### src/hw/icache_pkg.sv
package icache_pkg;

    localparam int ADDR_W = 32;
    localparam int WORD_W = 32;

    // address split: tag | set index | byte offset
    localparam int TAG_W = 20;
    localparam int INDEX_W = 7;
    localparam int OFFSET_W = 5;

    localparam int WORDS_PER_LINE = 8;
    localparam int NUM_SETS = 128;

    // bus read type for a whole cache line
    localparam logic [2:0] RD_TYPE_LINE = 3'b100;

    typedef logic [ADDR_W-1:0] addr_t;
    typedef logic [WORD_W-1:0] word_t;
    typedef logic [TAG_W-1:0] tag_t;
    typedef logic [INDEX_W-1:0] index_t;
    typedef logic [2:0] word_sel_t;

    // word 0 sits in the low bits
    typedef logic [WORDS_PER_LINE*WORD_W-1:0] line_t;

    typedef struct packed {
        logic valid;
        addr_t addr;
    } front_req_t;

    typedef struct packed {
        logic addr_ok;
        logic data_ok;
        logic cache_miss;
        word_t rdata;
    } front_resp_t;

    typedef struct packed {
        logic rd_req;
        logic [2:0] rd_type;
        addr_t rd_addr;
    } mem_req_t;

    typedef struct packed {
        logic rd_rdy;
        logic ret_valid;
        logic ret_last;
        word_t ret_data;
    } mem_resp_t;

    typedef struct packed {
        logic unbusy;
        logic last_hit;
    } cache_status_t;

    typedef enum logic [2:0] {
        s_idle,
        s_lookup,
        s_ask_mem,
        s_refill,
        s_write_line
    } ctrl_state_t;

endpackage

### src/hw/icache_ctrl.sv
`timescale 1ns/10ps

module icache_ctrl
    import icache_pkg::*;
(
    input logic clk,
    input logic reset,
    input front_req_t front_req,
    output front_resp_t front_resp,
    output mem_req_t mem_req,
    input logic rd_rdy,
    output logic read_en,
    output index_t read_index,
    input tag_t way0_tag,
    input tag_t way1_tag,
    input logic way0_valid,
    input logic way1_valid,
    input line_t way0_line,
    input line_t way1_line,
    input line_t fill_line,
    input logic line_done,
    output logic write_en0,
    output logic write_en1,
    output index_t write_index,
    output tag_t write_tag,
    output cache_status_t status
);

    ctrl_state_t state;
    ctrl_state_t next_state;

    addr_t req_addr;
    tag_t req_tag;
    index_t req_index;
    word_sel_t req_word;

    logic hit0;
    logic hit1;
    logic hit;
    logic accept;
    logic victim;
    logic last_hit;
    logic [NUM_SETS-1:0] lru;

    function automatic word_t pick_word(line_t l, word_sel_t sel);
        return l[sel*WORD_W +: WORD_W];
    endfunction

    assign req_tag = req_addr[ADDR_W-1 -: TAG_W];
    assign req_index = req_addr[OFFSET_W +: INDEX_W];
    assign req_word = req_addr[OFFSET_W-1 -: 3];

    // tag compare against both ways
    assign hit0 = way0_valid && (way0_tag == req_tag);
    assign hit1 = way1_valid && (way1_tag == req_tag);
    assign hit = hit0 | hit1;

    // new request taken when idle, or right behind a hit
    assign accept = front_req.valid && ((state == s_idle) || (state == s_lookup && hit));

    assign read_en = accept;
    assign read_index = front_req.addr[OFFSET_W +: INDEX_W];

    always_ff @(posedge clk) begin
        if (accept) begin
            req_addr <= front_req.addr;
        end
    end

    always_ff @(posedge clk) begin
        if (reset) begin
            state <= s_idle;
        end else begin
            state <= next_state;
        end
    end

    always_comb begin
        next_state = state;
        case (state)
            s_idle: begin
                if (accept) begin
                    next_state = s_lookup;
                end
            end
            s_lookup: begin
                if (!hit) begin
                    next_state = s_ask_mem;
                end else if (!accept) begin
                    next_state = s_idle;
                end
            end
            s_ask_mem: begin
                if (rd_rdy) begin
                    next_state = s_refill;
                end
            end
            s_refill: begin
                if (line_done) begin
                    next_state = s_write_line;
                end
            end
            s_write_line: next_state = s_idle;
            default: next_state = s_idle;
        endcase
    end

    // lru bit points at the way to replace next
    assign victim = lru[req_index];

    always_ff @(posedge clk) begin
        if (reset) begin
            lru <= '0;
        end else if (state == s_lookup && hit) begin
            lru[req_index] <= hit0;
        end else if (state == s_write_line) begin
            lru[req_index] <= ~victim;
        end
    end

    always_ff @(posedge clk) begin
        if (reset) begin
            last_hit <= 1'b0;
        end else if (state == s_lookup) begin
            last_hit <= hit;
        end
    end

    assign write_en0 = (state == s_write_line) && !victim;
    assign write_en1 = (state == s_write_line) && victim;
    assign write_index = req_index;
    assign write_tag = req_tag;

    // fetch response
    assign front_resp.addr_ok = accept;
    assign front_resp.data_ok = (state == s_lookup && hit) || (state == s_write_line);
    assign front_resp.cache_miss = (state == s_lookup) && !hit;

    always_comb begin
        if (state == s_write_line) begin
            front_resp.rdata = pick_word(fill_line, req_word);
        end else if (hit1) begin
            front_resp.rdata = pick_word(way1_line, req_word);
        end else begin
            front_resp.rdata = pick_word(way0_line, req_word);
        end
    end

    // line-aligned read request, held until rd_rdy
    assign mem_req.rd_req = (state == s_ask_mem);
    assign mem_req.rd_type = RD_TYPE_LINE;
    assign mem_req.rd_addr = {req_addr[ADDR_W-1:OFFSET_W], {OFFSET_W{1'b0}}};

    assign status.unbusy = (state == s_idle);
    assign status.last_hit = last_hit;

endmodule

### config.mk
export PLATFORM = sky130hd
export DESIGN_NAME = icache_ctrl
export DESIGN_NICKNAME = d
export VERILOG_FILES = /design/src/hw/icache_pkg.sv /design/src/hw/icache_ctrl.sv
export SDC_FILE = /design/constraint.sdc
export NUM_CORES = 1
export LEC_CHECK = 0
export BUFFER_PORTS_ARGS = -buffer_cell sky130_fd_sc_hd__buf_2
export CAP_MARGIN = 25
export CORE_AREA = 2 2 369 371
export CTS_CLUSTER_SIZE = 8
export DETAILED_ROUTE_END_ITERATION = 10
export DIE_AREA = 0 0 371 373
export SETUP_SLACK_MARGIN = 0.2
export SYNTH_ARGS = -nofsm -noshare
export SYNTH_HDL_FRONTEND = slang
export SYNTH_SLANG_ARGS = --single-unit
### constraint.sdc
create_clock -name clk -period 13.05 [get_ports clk]
set_input_delay 2.61 -clock clk [delete_from_list [all_inputs] [get_ports clk]]
set_output_delay 2.61 -clock clk [all_outputs]
set_load 0.005 [all_outputs]
==> metrics.json <==
{
  "synth_top_flop_cell": "sky130_fd_sc_hd__dfxtp_1",
  "number_of_endpoints_failing_setup_at_the_final_stage": 0,
  "synth_seq_area_share": 0.223,
  "initial_cell_density_of_the_core": 0.118,
  "worstSetupEndpointType": "output port",
  "detail_route.wl_per_cell_um": 30.8,
  "cp-start-kind": "input port",
  "synthCells": 2039,
  "gp_routability_congestion": 0.944,
  "cts_tree": "built",
  "initialDrtViolationCount": 2485,
  "drtPass1Iterations": 5,
  "gr-usage-all-layers": 0.194,
  "grt_overflow_total": 0,
  "period_share": 0.765,
  "std_cell_rows": 135,
  "cp.arrival_ns": 7.37,
  "via_count": 21301,
  "chipWidth_um": 371,
  "rsz0062_at_grt": "no",
  "postCtsSetupRepairBufs": 0,
  "worst_ep_required_time_ns": 10.44,
  "antenna_violations_before_repair": 155,
  "ctsResizeCount": 0,
  "synth_area_per_cell_um2": 7.78,
  "fp.coreArea_um2": 135000,
  "final_clock_skew_ns": 0.0323,
  "drcViolationCount": 0,
  "die_h_um": 373,
  "worstHoldPathType": "flop to flop",
  "grt_pass1_wl_um": 179000,
  "vias_per_cell": 4.60,
  "power.ir.vdd_worst_v": 0.0000706,
  "synth_cell_types": 70,
  "maxCapViolations": 0,
  "relSlewSlack": 0.220,
  "grt_start_max_net_pins": 123,
  "io_buffer_count": 946,
  "synth_edf_count": 30,
  "power_density_nw_per_um2": 79.5,
  "top_level_ports": 957,
  "cts.htree.levels": 4,
  "yosysWarningCount": 0,
  "category_of_the_critical_setup_timing_path": "input port to output port",
  "routed_wirelength_um": 143000,
  "numCtsBuffers": 17,
  "layout_area_growth_over_synthesis_pct": 43.4,
  "cts_root_buf": "sky130_fd_sc_hd__clkbuf_16",
  "final.setup.tns_ns": 0,
  "total_power_mw": 1.81,
  "grt_pass1_vias": 18971,
  "fmax_mhz": 100,
  "cts.reportedPaths.clkPinSlew_ns": 0.07,
  "floorplan.die_area_um2": 138000,
  "clkSinkCount": 162,
  "ys_async_sr_fraction": 0,
  "worst_margin_pin_slew_ns": 1.17,
  "result_of_the_run": "finished clean",
  "fin_nets": 3618,
  "synth_seq_cells": 162,
  "remaining_antenna_violation_count_after_routing": 0,
  "hold_viol": 0,
  "crit_path_max_fanout": 57,
  "dp_hpwl_um": 119000,
  "final_layout_size_suffix_gt1_frac": 0.409,
  "fin_crit_ns": 9.98,
  "cts-hold-fix-buffers": 0,
  "drv_slew": 0,
  "mappedNetlistArea_um2": 15900,
  "cts_buffer_depth": 2,
  "p_leak_nw": 9.48,
  "clk_latency_ns": 0.48
}
## placed cells by master (no fill, tap or decap), drive strengths merged, types with 66 or more instances in the layout
master / synthesis / layout
nand2: 213 / 213
buf: 142 / 1001
diode: 0 / 66
o31ai: 130 / 130
o211ai: 160 / 160
a21oi: 81 / 81
mux2i: 164 / 164
dfxtp: 132 / 132
o21ai: 138 / 138
nor2: 76 / 76
nand3: 83 / 83
mux2: 104 / 104
## metal layers
layer | up-vias | GRT usage | part of all wire
met3 | 282 | 0.0656 | 0.12
met1 | 10140 | 0.254 | 0.41
met5 | - | 0 | 0.0034
met2 | 1439 | 0.300 | 0.44
met4 | 76 | 0.0584 | 0.030
li1 | 9364 | - | -
## kinds of logic after synthesis
logic type,after synthesis,synth area share
other,2,0.000474
buffers and inverters,303,0.0957
AO/OA/AOI/OAI,738,0.318
flip-flops,162,0.223
AND/OR/NAND/NOR,526,0.163
XOR/XNOR,40,0.0221
multiplexers,268,0.177
## area by class of cell
cell class | instances | area [um^2]
fillers | 15457 | 112000
inverters | 8 | 30.0
repair buffers | 1002 | 5250
clock buffers | 17 | 425
clock inverters | 15 | 156
well taps | 1781 | 2230
flip-flops and latches | 162 | 3540
diodes | 66 | 165
multi-input cells | 1580 | 10900
## worst max-delay path, cell delays in order
cell and delay [ns]:
sky130_fd_sc_hd__buf_2 0.10, sky130_fd_sc_hd__xor2_1 0.34, sky130_fd_sc_hd__nor4_1 0.13, sky130_fd_sc_hd__nand4_1 0.40
sky130_fd_sc_hd__buf_4 0.58, sky130_fd_sc_hd__or3_4 0.54, sky130_fd_sc_hd__buf_4 0.59, sky130_fd_sc_hd__mux2i_1 0.20
sky130_fd_sc_hd__a221oi_1 1.01, sky130_fd_sc_hd__a21o_1 0.32, sky130_fd_sc_hd__and4_1 0.27, sky130_fd_sc_hd__buf_2 0.12
## worst paths after layout
path	startpoint	endpoint	slack (ns)	depth (start not counted)
min	lru[115]	lru[115]	0.51	2
max	way1_tag[11]	front_resp[18]	3.07	12
max reg2reg	req_addr[30]	lru[100]	7.31	10
min reg2reg	lru[115]	lru[115]	0.51	2
## where the power goes
part | internal [mW] | switching (mW) | leakage, nW
combinational | 0.264 | 0.453 | 7.84
clock | 0.258 | 0.284 | 0.284
sequential | 0.523 | 0.0252 | 1.35
total | 1.05 | 0.763 | 9.48
## cell usage after synthesis (58+ instances only)
cell,n,share of area
sky130_fd_sc_hd__o21ai_0,134,0.042
sky130_fd_sc_hd__mux2_2,74,0.053
sky130_fd_sc_hd__nand2_1,213,0.050
sky130_fd_sc_hd__mux2i_1,164,0.10
sky130_fd_sc_hd__buf_4,87,0.041
sky130_fd_sc_hd__a31oi_1,58,0.023
sky130_fd_sc_hd__nand3_1,83,0.026
sky130_fd_sc_hd__a21oi_1,80,0.025
sky130_fd_sc_hd__nor2_1,74,0.018
sky130_fd_sc_hd__o31ai_1,130,0.062
sky130_fd_sc_hd__dfxtp_1,132,0.17
sky130_fd_sc_hd__o211ai_1,160,0.076
sky130_fd_sc_hd__clkbuf_1,153,0.036
## stage by stage
stage                     setup WS (ns)  cells  utilization  area, um^2  hold WS, ns
final                              3.07   4631        0.169       22700        0.508
after global routing               2.83   4598        0.168       22700        0.529
after CTS                          3.03   4563        0.167       22500        0.507
after detailed placement           3.04   4531        0.163       22000        0.491
after global placement             3.03   4525        0.162       21900        0.478
after floorplan                    5.31   2045            -       15900        0.465
## registers in the layout, indices dropped and copies added (netlist names)
signal    count
last_hit      1
lru         128
req_addr     30
state         3
(Power assumes the default switching activity.)
