===== config.mk =====
export PLATFORM = sky130hd
export DESIGN_NAME = icache_refill
export DESIGN_NICKNAME = d
export VERILOG_FILES = /design/src/hw/icache_pkg.sv /design/src/hw/icache_refill.sv
export SDC_FILE = /design/constraint.sdc
export NUM_CORES = 1
export LEC_CHECK = 0
export BUFFER_PORTS_ARGS = -buffer_cell sky130_fd_sc_hd__buf_2
export CAP_MARGIN = 20
export CORE_MARGIN = 2
export CORE_UTILIZATION = 47
export CTS_CLUSTER_SIZE = 30
export DETAILED_ROUTE_END_ITERATION = 10
export GPL_TIMING_DRIVEN = 0
export PLACE_DENSITY = 0.76
export SETUP_SLACK_MARGIN = 0.02
export SLEW_MARGIN = 20
export SYNTH_ARGS = -nofsm -noshare
export SYNTH_HDL_FRONTEND = slang
export SYNTH_SLANG_ARGS = --single-unit

===== constraint.sdc =====
create_clock -name clk -period 4.5 [get_ports clk]
set_input_delay 0.225 -clock clk [delete_from_list [all_inputs] [get_ports clk]]
set_output_delay 0.225 -clock clk [all_outputs]
set_load 0.1 [all_outputs]

===== src/hw/icache_pkg.sv =====
package icache_pkg;

    localparam int ADDR_W = 32;
    localparam int WORD_W = 32;

    // address split: tag | set index | byte offset
    localparam int TAG_W = 20;
    localparam int INDEX_W = 7;
    localparam int OFFSET_W = 5;

    localparam int WORDS_PER_LINE = 8;
    localparam int NUM_SETS = 128;

    // bus read type for a whole cache line
    localparam logic [2:0] RD_TYPE_LINE = 3'b100;

    typedef logic [ADDR_W-1:0] addr_t;
    typedef logic [WORD_W-1:0] word_t;
    typedef logic [TAG_W-1:0] tag_t;
    typedef logic [INDEX_W-1:0] index_t;
    typedef logic [2:0] word_sel_t;

    // word 0 sits in the low bits
    typedef logic [WORDS_PER_LINE*WORD_W-1:0] line_t;

    typedef struct packed {
        logic valid;
        addr_t addr;
    } front_req_t;

    typedef struct packed {
        logic addr_ok;
        logic data_ok;
        logic cache_miss;
        word_t rdata;
    } front_resp_t;

    typedef struct packed {
        logic rd_req;
        logic [2:0] rd_type;
        addr_t rd_addr;
    } mem_req_t;

    typedef struct packed {
        logic rd_rdy;
        logic ret_valid;
        logic ret_last;
        word_t ret_data;
    } mem_resp_t;

    typedef struct packed {
        logic unbusy;
        logic last_hit;
    } cache_status_t;

    typedef enum logic [2:0] {
        s_idle,
        s_lookup,
        s_ask_mem,
        s_refill,
        s_write_line
    } ctrl_state_t;

endpackage


===== src/hw/icache_refill.sv =====
`timescale 1ns/10ps

module icache_refill
    import icache_pkg::*;
(
    input logic clk,
    input logic reset,
    input mem_resp_t mem_resp,
    output line_t line,
    output logic line_done
);

    word_sel_t word_cnt;
    line_t line_buf;

    // slot of the next returned word
    // holds through gaps in ret_valid
    always_ff @(posedge clk) begin
        if (reset) begin
            word_cnt <= '0;
        end else if (mem_resp.ret_valid) begin
            if (mem_resp.ret_last) begin
                word_cnt <= '0;
            end else begin
                word_cnt <= word_cnt + 3'd1;
            end
        end
    end

    always_ff @(posedge clk) begin
        if (mem_resp.ret_valid) begin
            line_buf[word_cnt*WORD_W +: WORD_W] <= mem_resp.ret_data;
        end
    end

    // one pulse after the last word has landed
    always_ff @(posedge clk) begin
        if (reset) begin
            line_done <= 1'b0;
        end else begin
            line_done <= mem_resp.ret_valid & mem_resp.ret_last;
        end
    end

    assign line = line_buf;

endmodule


==> results of run 1 <==
==> synth_stat cells <==
master     count
buf_1          4
or2_2          1
ha_1           4
nand4bb_1      1
or3b_1         1
nor3_2        30
buf_2         37
nor4_2        34
edfxtp_1     256
buf_4          4
or2_1          1
inv_1         36
o2bb2ai_1      1
or3_1          1
o21ai_0        1
nor4_1        62
nand2_1       13
or3b_2         2
nand3b_1      23
nor2_1        50
clkbuf_1      22
buf_6          2
nor3_1        91
nor2b_1        1
dfxtp_1        4
a21oi_1        2
nand2b_1       4
o311ai_2       1
==> metrics by stage <==
step | instances | cell area [um^2]
CTS | 1321 | 13400
finish | 1324 | 13400
global route | 1323 | 13400
detailed placement | 1271 | 12500
global placement | 1260 | 12200
floorplan | 689 | 10400
==> flip-flops by register name (all words and copies together) (netlist names) <==
name	count
line_done	1
word_cnt	3
line	256
==> layout make-up <==
cell class	count	area (um^2)	area share [%]
inverters	36	135	1.01
plain buffers	69	335	2.50
multi-input cells	324	2220	16.6
well taps	280	350	2.62
diodes	3	7.51	0.0561
clock inverters	19	170	1.27
repair buffers	304	1720	12.9
clock buffers	29	683	5.10
flip-flops and latches	260	7770	58.0
==> logic make-up after synthesis <==
family / after synthesis / synth area share, %
DFF: 260 / 74.7
and+or+nand+nor: 315 / 19.9
adders and majority gates: 4 / 0.482
buffers and inverters: 105 / 4.53
AOI/OAI and AO/OA: 5 / 0.385
==> path summary, 6_finish.rpt <==
check                             endpoint  cells past startpoint                      from
setup reg to reg        line[11]$_DFFE_PP_                     11  word_cnt[0]$_SDFFE_PP0P_
hold reg to reg   word_cnt[1]$_SDFFE_PP0P_                      2  word_cnt[1]$_SDFFE_PP0P_
setup / recovery        line[11]$_DFFE_PP_                     11  word_cnt[0]$_SDFFE_PP0P_
hold / removal        line_done$_SDFF_PP0_                      3              mem_resp[33]
==> critical path, stage by stage, from the launching register on <==
cell and delay (ps):
dfxtp_1 440, buf_2 280, inv_1 140, buf_1 310, ha_1 330, ha_1 360
or3b_1 370, clkbuf_1 160, buf_2 260, nor3_4 510, buf_8 230, buf_8 160
==> repair_timing <==
action	CTS	global route
setup endpoints to repair	0	0
hold buffers	2	0
endpoints found under the hold margin	4	0
==> power by group <==
part / internal, mW / leakage (nW) / total [mW] / switching [mW]
Clock: 1.26 / 0.420 / 2.19 / 0.923
Combinational: 0.0983 / 2.08 / 0.572 / 0.474
Sequential: 2.67 / 2.65 / 2.68 / 0.00960
Total: 4.03 / 5.16 / 5.44 / 1.41
==> routing by layer <==
metal | routed length [um] | vias up | global-route usage, % | share of wire, %
li1 | - | 3288 | - | -
met1 | 12600 | 3677 | 37.6 | 38
met2 | 15800 | 501 | 44.7 | 48
met3 | 3210 | 104 | 6.34 | 9.7
met4 | 1460 | 2 | 11.3 | 4.4
met5 | 13 | - | 0 | 0.039
==> impl_metrics.csv, run 1 <==
group,metric,value,unit
run_status,status,"finished, final reports clean",
die,rows,54,
route,dr.pass1.iters,5,
die,die-height,153,um
sta,finalSetupViolations,0,
logic_synthesis,yosysWarningCount,0,
logic_synthesis,synth_top_area_share,74.0,%
finish,final_util,61.6,%
logic_synthesis,syn_nets,730,
clocking,cts.reportedPaths.clkPinSlew,60,ps
route,num_vias,7572,
place,place_hpwl,23800,um
sta,clock.fmax,259,MHz
sta,relSlewSlack,52.2,%
sta,drv_slew,0,
pwr,p_leak,5.16,nW
clocking,clkSinkCount,260,
die,coreArea,21800,um^2
worst_setup_path,cp-start-kind,"flop",
logic_synthesis,syn_inst,689,
sta,finClkSkew,11.3,ps
sta,hold_viol,0,
grt,grt_pass1_wl,48500,um
logic_synthesis,post-synth-top-area-cell,"edfxtp_1",
place,post-place-ws,674,ps
worst_setup_path,crit_required,4730,ps
route,drt_iter0_drc,814,
sta,worst_pin_slew,717,ps
logic_synthesis,synth_seq_cells,260,
worst_setup_path,reg2reg_slack,630,ps
logic_synthesis,synth_area,10400,um^2
clocking,clk_latency,530,ps
grt,first_global_vias,7459,
grt,track_usage,28.0,%
clocking,cts_max_level,1,
route,wl_per_cell,25.0,um
finish,nets,1063,
sta,fin_crit_sh,85.9,%
clocking,ctsResizeCount,0,
route,vias_per_cell,5.72,
finish,final_cell_mix,"buf_2 (328), edfxtp_1 (256), nor3_1 (89)",
clocking,clockBufferDepth,3,
clocking,tritoncts,"built",
finish,fill_cells,1665,
worst_setup_path,path_class,"reg -> reg",
pwr,p_total,5.44,mW
clocking,post-cts-setup-buffers,0,
worst_setup_path,end_kind,"flop",
route,drt_wl_total,33100,um
sta,setup_ws,634,ps
die,io_pins,294,
grt,grt_max_degree,27,
place,gp_congestion,0.891,
worst_setup_path,worstPathArrival,4100,ps
sta,rsz0062_at_grt,"false",
place,io_buffer_count,291,
sta,post-route-min-period,3870,ps
sta,holdWs,27.5,ps
clocking,cts_buffers,27,
logic_synthesis,synth.avg_cell_area,15.1,um^2
logic_synthesis,yosysSeqAreaShare,74.7,%
logic_synthesis,synth_area_leaders,"edfxtp_1 (74%), nor3_1 (4.4%), nor4_2 (4.1%)",
finish,layout_commonest_cell,"buf_2",
finish,drive_above_1_share,43.9,%
clocking,cts-root-buf,"clkbuf_16",
sta,tns,0,ps
worst_setup_path,crit_fanout,13,
route,drc,0,
job,drv_cap,0,
grt,overflow,0,
pwr,power_density,406,nW/um^2
die,dieWidth,153,um
finish,syn_to_final_growth,28.9,%
pwr,ir_worst_vdd,0.248,mV
die,initial_core_util,47.8,%
logic_synthesis,yosysUniqueCellTypes,28,
die,dieArea,23300,um^2
route,ant_nets,0,
hold_path,min_path_type,"in -> reg",
grt,antenna_found_initial,4,
(Power assumes the default switching activity.)
==> run 2: changes to the inputs <==
ABC_CLOCK_PERIOD_IN_PS = 4500   (was unset)
CORE_UTILIZATION = 31   (was 47)
PLACE_DENSITY = unset   (was 0.76)
==> impl_metrics.csv, run 2 (same netlist as run 1, synthesis figures left out) <==
group,metric,value,unit
sta,drv_slew,0,
finish,final_cell_mix,"buf_2 (328), edfxtp_1 (256), nor3_1 (89)",
route,drt_iter0_drc,713,
finish,layout_commonest_cell,"buf_2",
route,num_vias,7409,
clocking,cts-root-buf,"clkbuf_16",
finish,final_util,40.9,%
worst_setup_path,crit_chain,"buf_2 -> inv_1 -> buf_1 -> ha_1 -> ha_1 -> or3b_1 -> clkbuf_1 -> buf_2 -> nor3_4 -> buf_8 -> buf_6",
route,vias_per_cell,4.95,
die,die-height,187,um
clocking,tritoncts,"built",
route,drc,0,
worst_setup_path,timing.critical_path.buf_inv,7,
place,io_buffer_count,291,
sta,clock.fmax,245,MHz
grt,first_global_vias,7357,
clocking,ctsResizeCount,0,
die,initial_core_util,31.2,%
route,dr.pass1.iters,5,
finish,postLayoutCellArea,13600,um^2
die,rows,67,
sta,tns,0,ps
worst_setup_path,end_kind,"flop",
job,drv_cap,0,
clocking,clockBufferDepth,3,
finish,drive_above_1_share,43.7,%
finish,largest_register_ffs,256,
grt,overflow,0,
die,dieWidth,187,um
clocking,clk_latency,550,ps
sta,worst_pin_slew,812,ps
place,place_hpwl,27200,um
route,wl_per_cell,24.9,um
worst_setup_path,cp-start-kind,"flop",
pwr,p_leak,5.13,nW
worst_setup_path,critPathTopFamily,"buffers and inverters",
clocking,clkSinkCount,260,
sta,holdWs,25.4,ps
clocking,cts_buffers,28,
finish,nets,1067,
finish,fill_cells,3162,
sta,relSlewSlack,45.8,%
sta,finClkSkew,12.1,ps
pwr,ir_worst_vdd,0.248,mV
place,dp_cells,1439,
hold_path,min_path_type,"in -> reg",
grt,grt_max_degree,26,
worst_setup_path,worstPathArrival,4340,ps
sta,fin_crit_sh,90.9,%
sta,setup_ws,410,ps
worst_setup_path,reg2reg_depth,11,
grt,grt_pass1_wl,52000,um
hold_path,whs_path_depth,3,
clocking,cts_max_level,1,
route,ant_nets,0,
worst_setup_path,crit_required,4750,ps
grt,antenna_found_initial,4,
finish,fin_cells,1498,
clocking,cts.reportedPaths.clkPinSlew,70,ps
die,coreArea,33300,um^2
place,gp_congestion,0.792,
pwr,p_total,5.41,mW
place,post-place-ws,536,ps
sta,rsz0062_at_grt,"false",
die,io_pins,294,
sta,hold_viol,0,
worst_setup_path,path_class,"reg -> reg",
route,drt_wl_total,37300,um
sta,post-route-min-period,4090,ps
worst_setup_path,cp_slowest_cell,"nor3_4",
run_status,status,"finished, final reports clean",
finish,syn_to_final_growth,30.9,%
worst_setup_path,cp.depth,11,
pwr,power_density,398,nW/um^2
grt,track_usage,20.7,%
place,post_dp_cell_area,12700,um^2
worst_setup_path,crit_fanout,13,
die,dieArea,35000,um^2
sta,finalSetupViolations,0,
worst_setup_path,slowest_delay,580,ps
-- run 2: path summary, 6_finish.rpt --
kind                            startpoint                  endpoint  slack (ps)
setup / recovery  word_cnt[0]$_SDFFE_PP0P_        line[27]$_DFFE_PP_         410
hold / removal                 mem_resp[1]        line[33]$_DFFE_PP_          30
setup reg to reg  word_cnt[0]$_SDFFE_PP0P_        line[27]$_DFFE_PP_         410
hold reg to reg   word_cnt[1]$_SDFFE_PP0P_  word_cnt[1]$_SDFFE_PP0P_         580
-- run 2: what timing repair did --
item / in CTS / in global routing
hold buffers: 5 / 0
endpoints found under the hold margin: 6 / 0
setup buffers: 0 / 0
-- run 2: power by group --
group | switching, mW | internal [mW]
clock network | 0.960 | 1.19
registers | 0.0103 | 2.67
logic | 0.484 | 0.0988
total | 1.45 | 3.95
-- run 2: area by class of cell --
| type | count | area (um^2) | area share [%] |
|---|---|---|---|
| flip-flops and latches | 260 | 7770 | 57.1 |
| diodes | 3 | 7.51 | 0.0552 |
| multi-input cells | 324 | 2220 | 16.3 |
| clock buffers | 38 | 759 | 5.58 |
| well taps | 448 | 561 | 4.12 |
| plain buffers | 69 | 335 | 2.47 |
| clock inverters | 13 | 87.6 | 0.644 |
| repair buffers | 307 | 1730 | 12.7 |
| inverters | 36 | 135 | 0.993 |
-- run 2: metal layers --
metal | global-route usage [%] | vias up | wire, um
met3 | 4.05 | 50 | 2700
li1 | - | 3304 | -
met5 | 0 | - | 21
met4 | 5.46 | 4 | 892
met1 | 28.3 | 3728 | 16100
met2 | 33.8 | 323 | 17600
-- run 2: worst register-to-register path: stages, from the launching register on --
cell and delay [ps]:
dfxtp_1 370, buf_2 210, inv_1 240, buf_1 560, ha_1 290, ha_1 300
or3b_1 370, clkbuf_1 170, buf_2 260, nor3_4 580, buf_8 240, buf_6 180
==> run 3: changes to the inputs <==
ABC_AREA = 1   (was unset)
==> impl_metrics.csv, run 3 <==
group,metric,value,unit
sta,hold_viol,0,
clocking,ctsHoldBuffers,2,
job,drv_cap,0,
worst_setup_path,worstPathArrival,3550,ps
clocking,cts.reportedPaths.clkPinSlew,60,ps
die,dieWidth,184,um
logic_synthesis,synth_flop_cell,"edfxtp_1",
logic_synthesis,synth.avg_cell_area,12.8,um^2
place,place_hpwl,25400,um
finish,postLayoutCellArea,13100,um^2
route,wl_per_cell,23.7,um
clocking,post-cts-setup-buffers,0,
finish,largest_register_ffs,256,
clocking,cts_buffers,28,
run_status,status,"finished, final reports clean",
worst_setup_path,path_class,"reg -> reg",
logic_synthesis,synth_area,9990,um^2
worst_setup_path,crit_required,4750,ps
logic_synthesis,synthMuxAreaShare,0,%
finish,syn_to_final_growth,30.6,%
clocking,clk_latency,540,ps
sta,relSlewSlack,54.8,%
worst_setup_path,crit_chain,"buf_4 -> inv_2 -> buf_6 -> buf_2 -> ha_1 -> ha_1 -> buf_2 -> clkinv_1 -> nand3_1 -> nor2_4 -> buf_16",
finish,nets,1152,
route,vias_per_cell,4.86,
logic_synthesis,synthSimpleGateAreaFrac,18.4,%
logic_synthesis,synth_top_family_by_area,"simple AND/OR/NAND/NOR gates",
finish,diodes,0,
logic_synthesis,syn_nets,819,
worst_setup_path,startpoint,"word_cnt[0]$_SDFFE_PP0P_",
place,io_buffer_count,291,
die,coreArea,31600,um^2
logic_synthesis,synth_compound_area_share,0.175,%
logic_synthesis,yosysUniqueCellTypes,23,
sta,finalSetupViolations,0,
grt,first_global_vias,7138,
logic_synthesis,synth_area_leaders,"edfxtp_1 (77%), nor2_1 (10%), nand3_1 (5.1%)",
pwr,ir_worst_vdd,0.289,mV
route,drc,0,
pwr,p_total,5.37,mW
route,drt_iter0_drc,603,
logic_synthesis,yosys.area_share.adder,0.501,%
worst_setup_path,timing.rr.end,"line[251]$_DFFE_PP_",
die,rows,65,
route,num_vias,7441,
worst_setup_path,reg2reg_from,"word_cnt[0]$_SDFFE_PP0P_",
finish,drive_above_1_share,34.6,%
sta,finClkSkew,11.2,ps
pwr,power_density,411,nW/um^2
clocking,clkSinkCount,260,
worst_setup_path,worstSetupEndpoint,"line[251]$_DFFE_PP_",
sta,rsz0062_at_grt,"false",
sta,fin_crit_sh,73.4,%
sta,setup_ws,1190,ps
die,die-height,184,um
sta,drv_slew,0,
worst_setup_path,cp-start-kind,"flop",
route,drt_wl_total,36300,um
die,initial_core_util,31.6,%
grt,antenna_found_initial,0,
grt,track_usage,21.0,%
finish,layout_commonest_cell,"buf_2",
pwr,p_leak,4.74,nW
sta,post-route-min-period,3310,ps
clocking,ctsResizeCount,0,
worst_setup_path,end_kind,"flop",
worst_setup_path,reg2reg_depth,11,
logic_synthesis,yosysWarningCount,0,
sta,worst_pin_slew,676,ps
die,io_pins,294,
route,ant_nets,0,
logic_synthesis,synth_seq_cells,260,
worst_setup_path,slowest_delay,620,ps
logic_synthesis,async_flop_share,0,%
logic_synthesis,syn_inst,778,
logic_synthesis,synth_top_area_share,76.9,%
logic_synthesis,post-synth-top-area-cell,"edfxtp_1",
finish,final_cell_mix,"buf_2 (316), nor2_1 (259), edfxtp_1 (256)",
hold_path,min_path_type,"in -> reg",
place,post-place-ws,1180,ps
grt,grt_pass1_wl,50200,um
logic_synthesis,yosysMostFrequentCell,"nor2_1",
die,dieArea,33700,um^2
grt,overflow,0,
grt,grt_max_degree,26,
clocking,tritoncts,"built",
worst_setup_path,cp_slowest_cell,"nor2_4",
clocking,cts-root-buf,"clkbuf_16",
logic_synthesis,synth_enable_flop_cells,256,
clocking,clockBufferDepth,3,
worst_setup_path,crit_fanout,18,
clocking,cts_max_level,1,
logic_synthesis,synthXorXnorAreaFrac,0.0877,%
worst_setup_path,reg2reg_slack,1190,ps
place,post_dp_cell_area,12200,um^2
sta,tns,0,ps
sta,clock.fmax,303,MHz
place,gp_congestion,0.790,
logic_synthesis,yosysSeqAreaShare,77.7,%
route,dr.pass1.iters,5,
logic_synthesis,synth_commonest_cells,"nor2_1 (266), edfxtp_1 (256), nand3_1 (102)",
[run 3: cell types whose count changed in the layout (fill, tap and decap cells not counted), sizes merged, moves of 28 or more]
cell,change
nor2,+219
nor3,-119
nand3,+102
nor4,-96
nand2,+61
inv,-28
[run 3: kinds of logic (layout without fill, tap and decap cells)]
| kind of cell | count (synthesis) | count (layout) |
|---|---|---|
| AO/OA/AOI/OAI | 3 | 3 |
| flip-flops | 260 | 260 |
| XOR/XNOR | 1 | 1 |
| buffers and inverters | 62 | 413 |
| adder cells (fa/ha/maj) | 4 | 4 |
| AND/OR/NAND/NOR | 448 | 448 |
[run 3: where the power goes]
part | internal [mW] | switching, mW
clock | 1.16 | 0.943
combinational | 0.101 | 0.486
sequential | 2.67 | 0.00824
[run 3: cell type report]
| cell class | instances | area [um^2] |
|---|---|---|
| inverter | 9 | 33.8 |
| sequential | 260 | 7770 |
| clock inverter | 15 | 80.1 |
| clock buffer | 33 | 741 |
| buffer | 53 | 279 |
| multi-input combinational | 456 | 1970 |
| tap | 402 | 503 |
| timing repair buffer | 303 | 1680 |
| fill | 3037 | 18600 |
[run 3: how the worst min path moves through the flow]
stage	from	end	slack [ps]	cells after the start
2_1_floorplan	reset	line_done$_SDFF_PP0_	300	1
3_3_place_gp	reset	line_done$_SDFF_PP0_	410	2
3_5_place_dp	reset	line_done$_SDFF_PP0_	400	2
4_1_cts	mem_resp[32]	word_cnt[1]$_SDFFE_PP0P_	100	4
5_1_grt	mem_resp[32]	word_cnt[1]$_SDFFE_PP0P_	150	4
6_report	mem_resp[32]	word_cnt[1]$_SDFFE_PP0P_	110	4
[run 3: per-stage QoR]
step / std cells / hold WS, ps / utilization, %
after floorplan: 778 / 303 / -
after global placement: 1471 / 406 / 37.8
after detailed placement: 1481 / 405 / 38.6
after CTS: 1531 / 101 / 41.3
after global routing: 1531 / 148 / 41.3
final: 1531 / 110 / 41.3
[run 3: worst max-delay path: cells and delay by family (launching register included)]
family	cells	cell delay (ps)
buffers and inverters	7	1210
and+or+nand+nor	2	920
adders and majority gates	2	510
DFF	1	330
[run 3: per-layer routing]
| layer | vias to the layer above | track usage, % | part of all wire [%] |
|---|---|---|---|
| met5 | - | 0 | 0 |
| met4 | 0 | 7.30 | 3.5 |
| met3 | 61 | 5.19 | 8.3 |
| met2 | 374 | 34.1 | 47 |
| met1 | 3652 | 27.6 | 41 |
| li1 | 3354 | - | - |
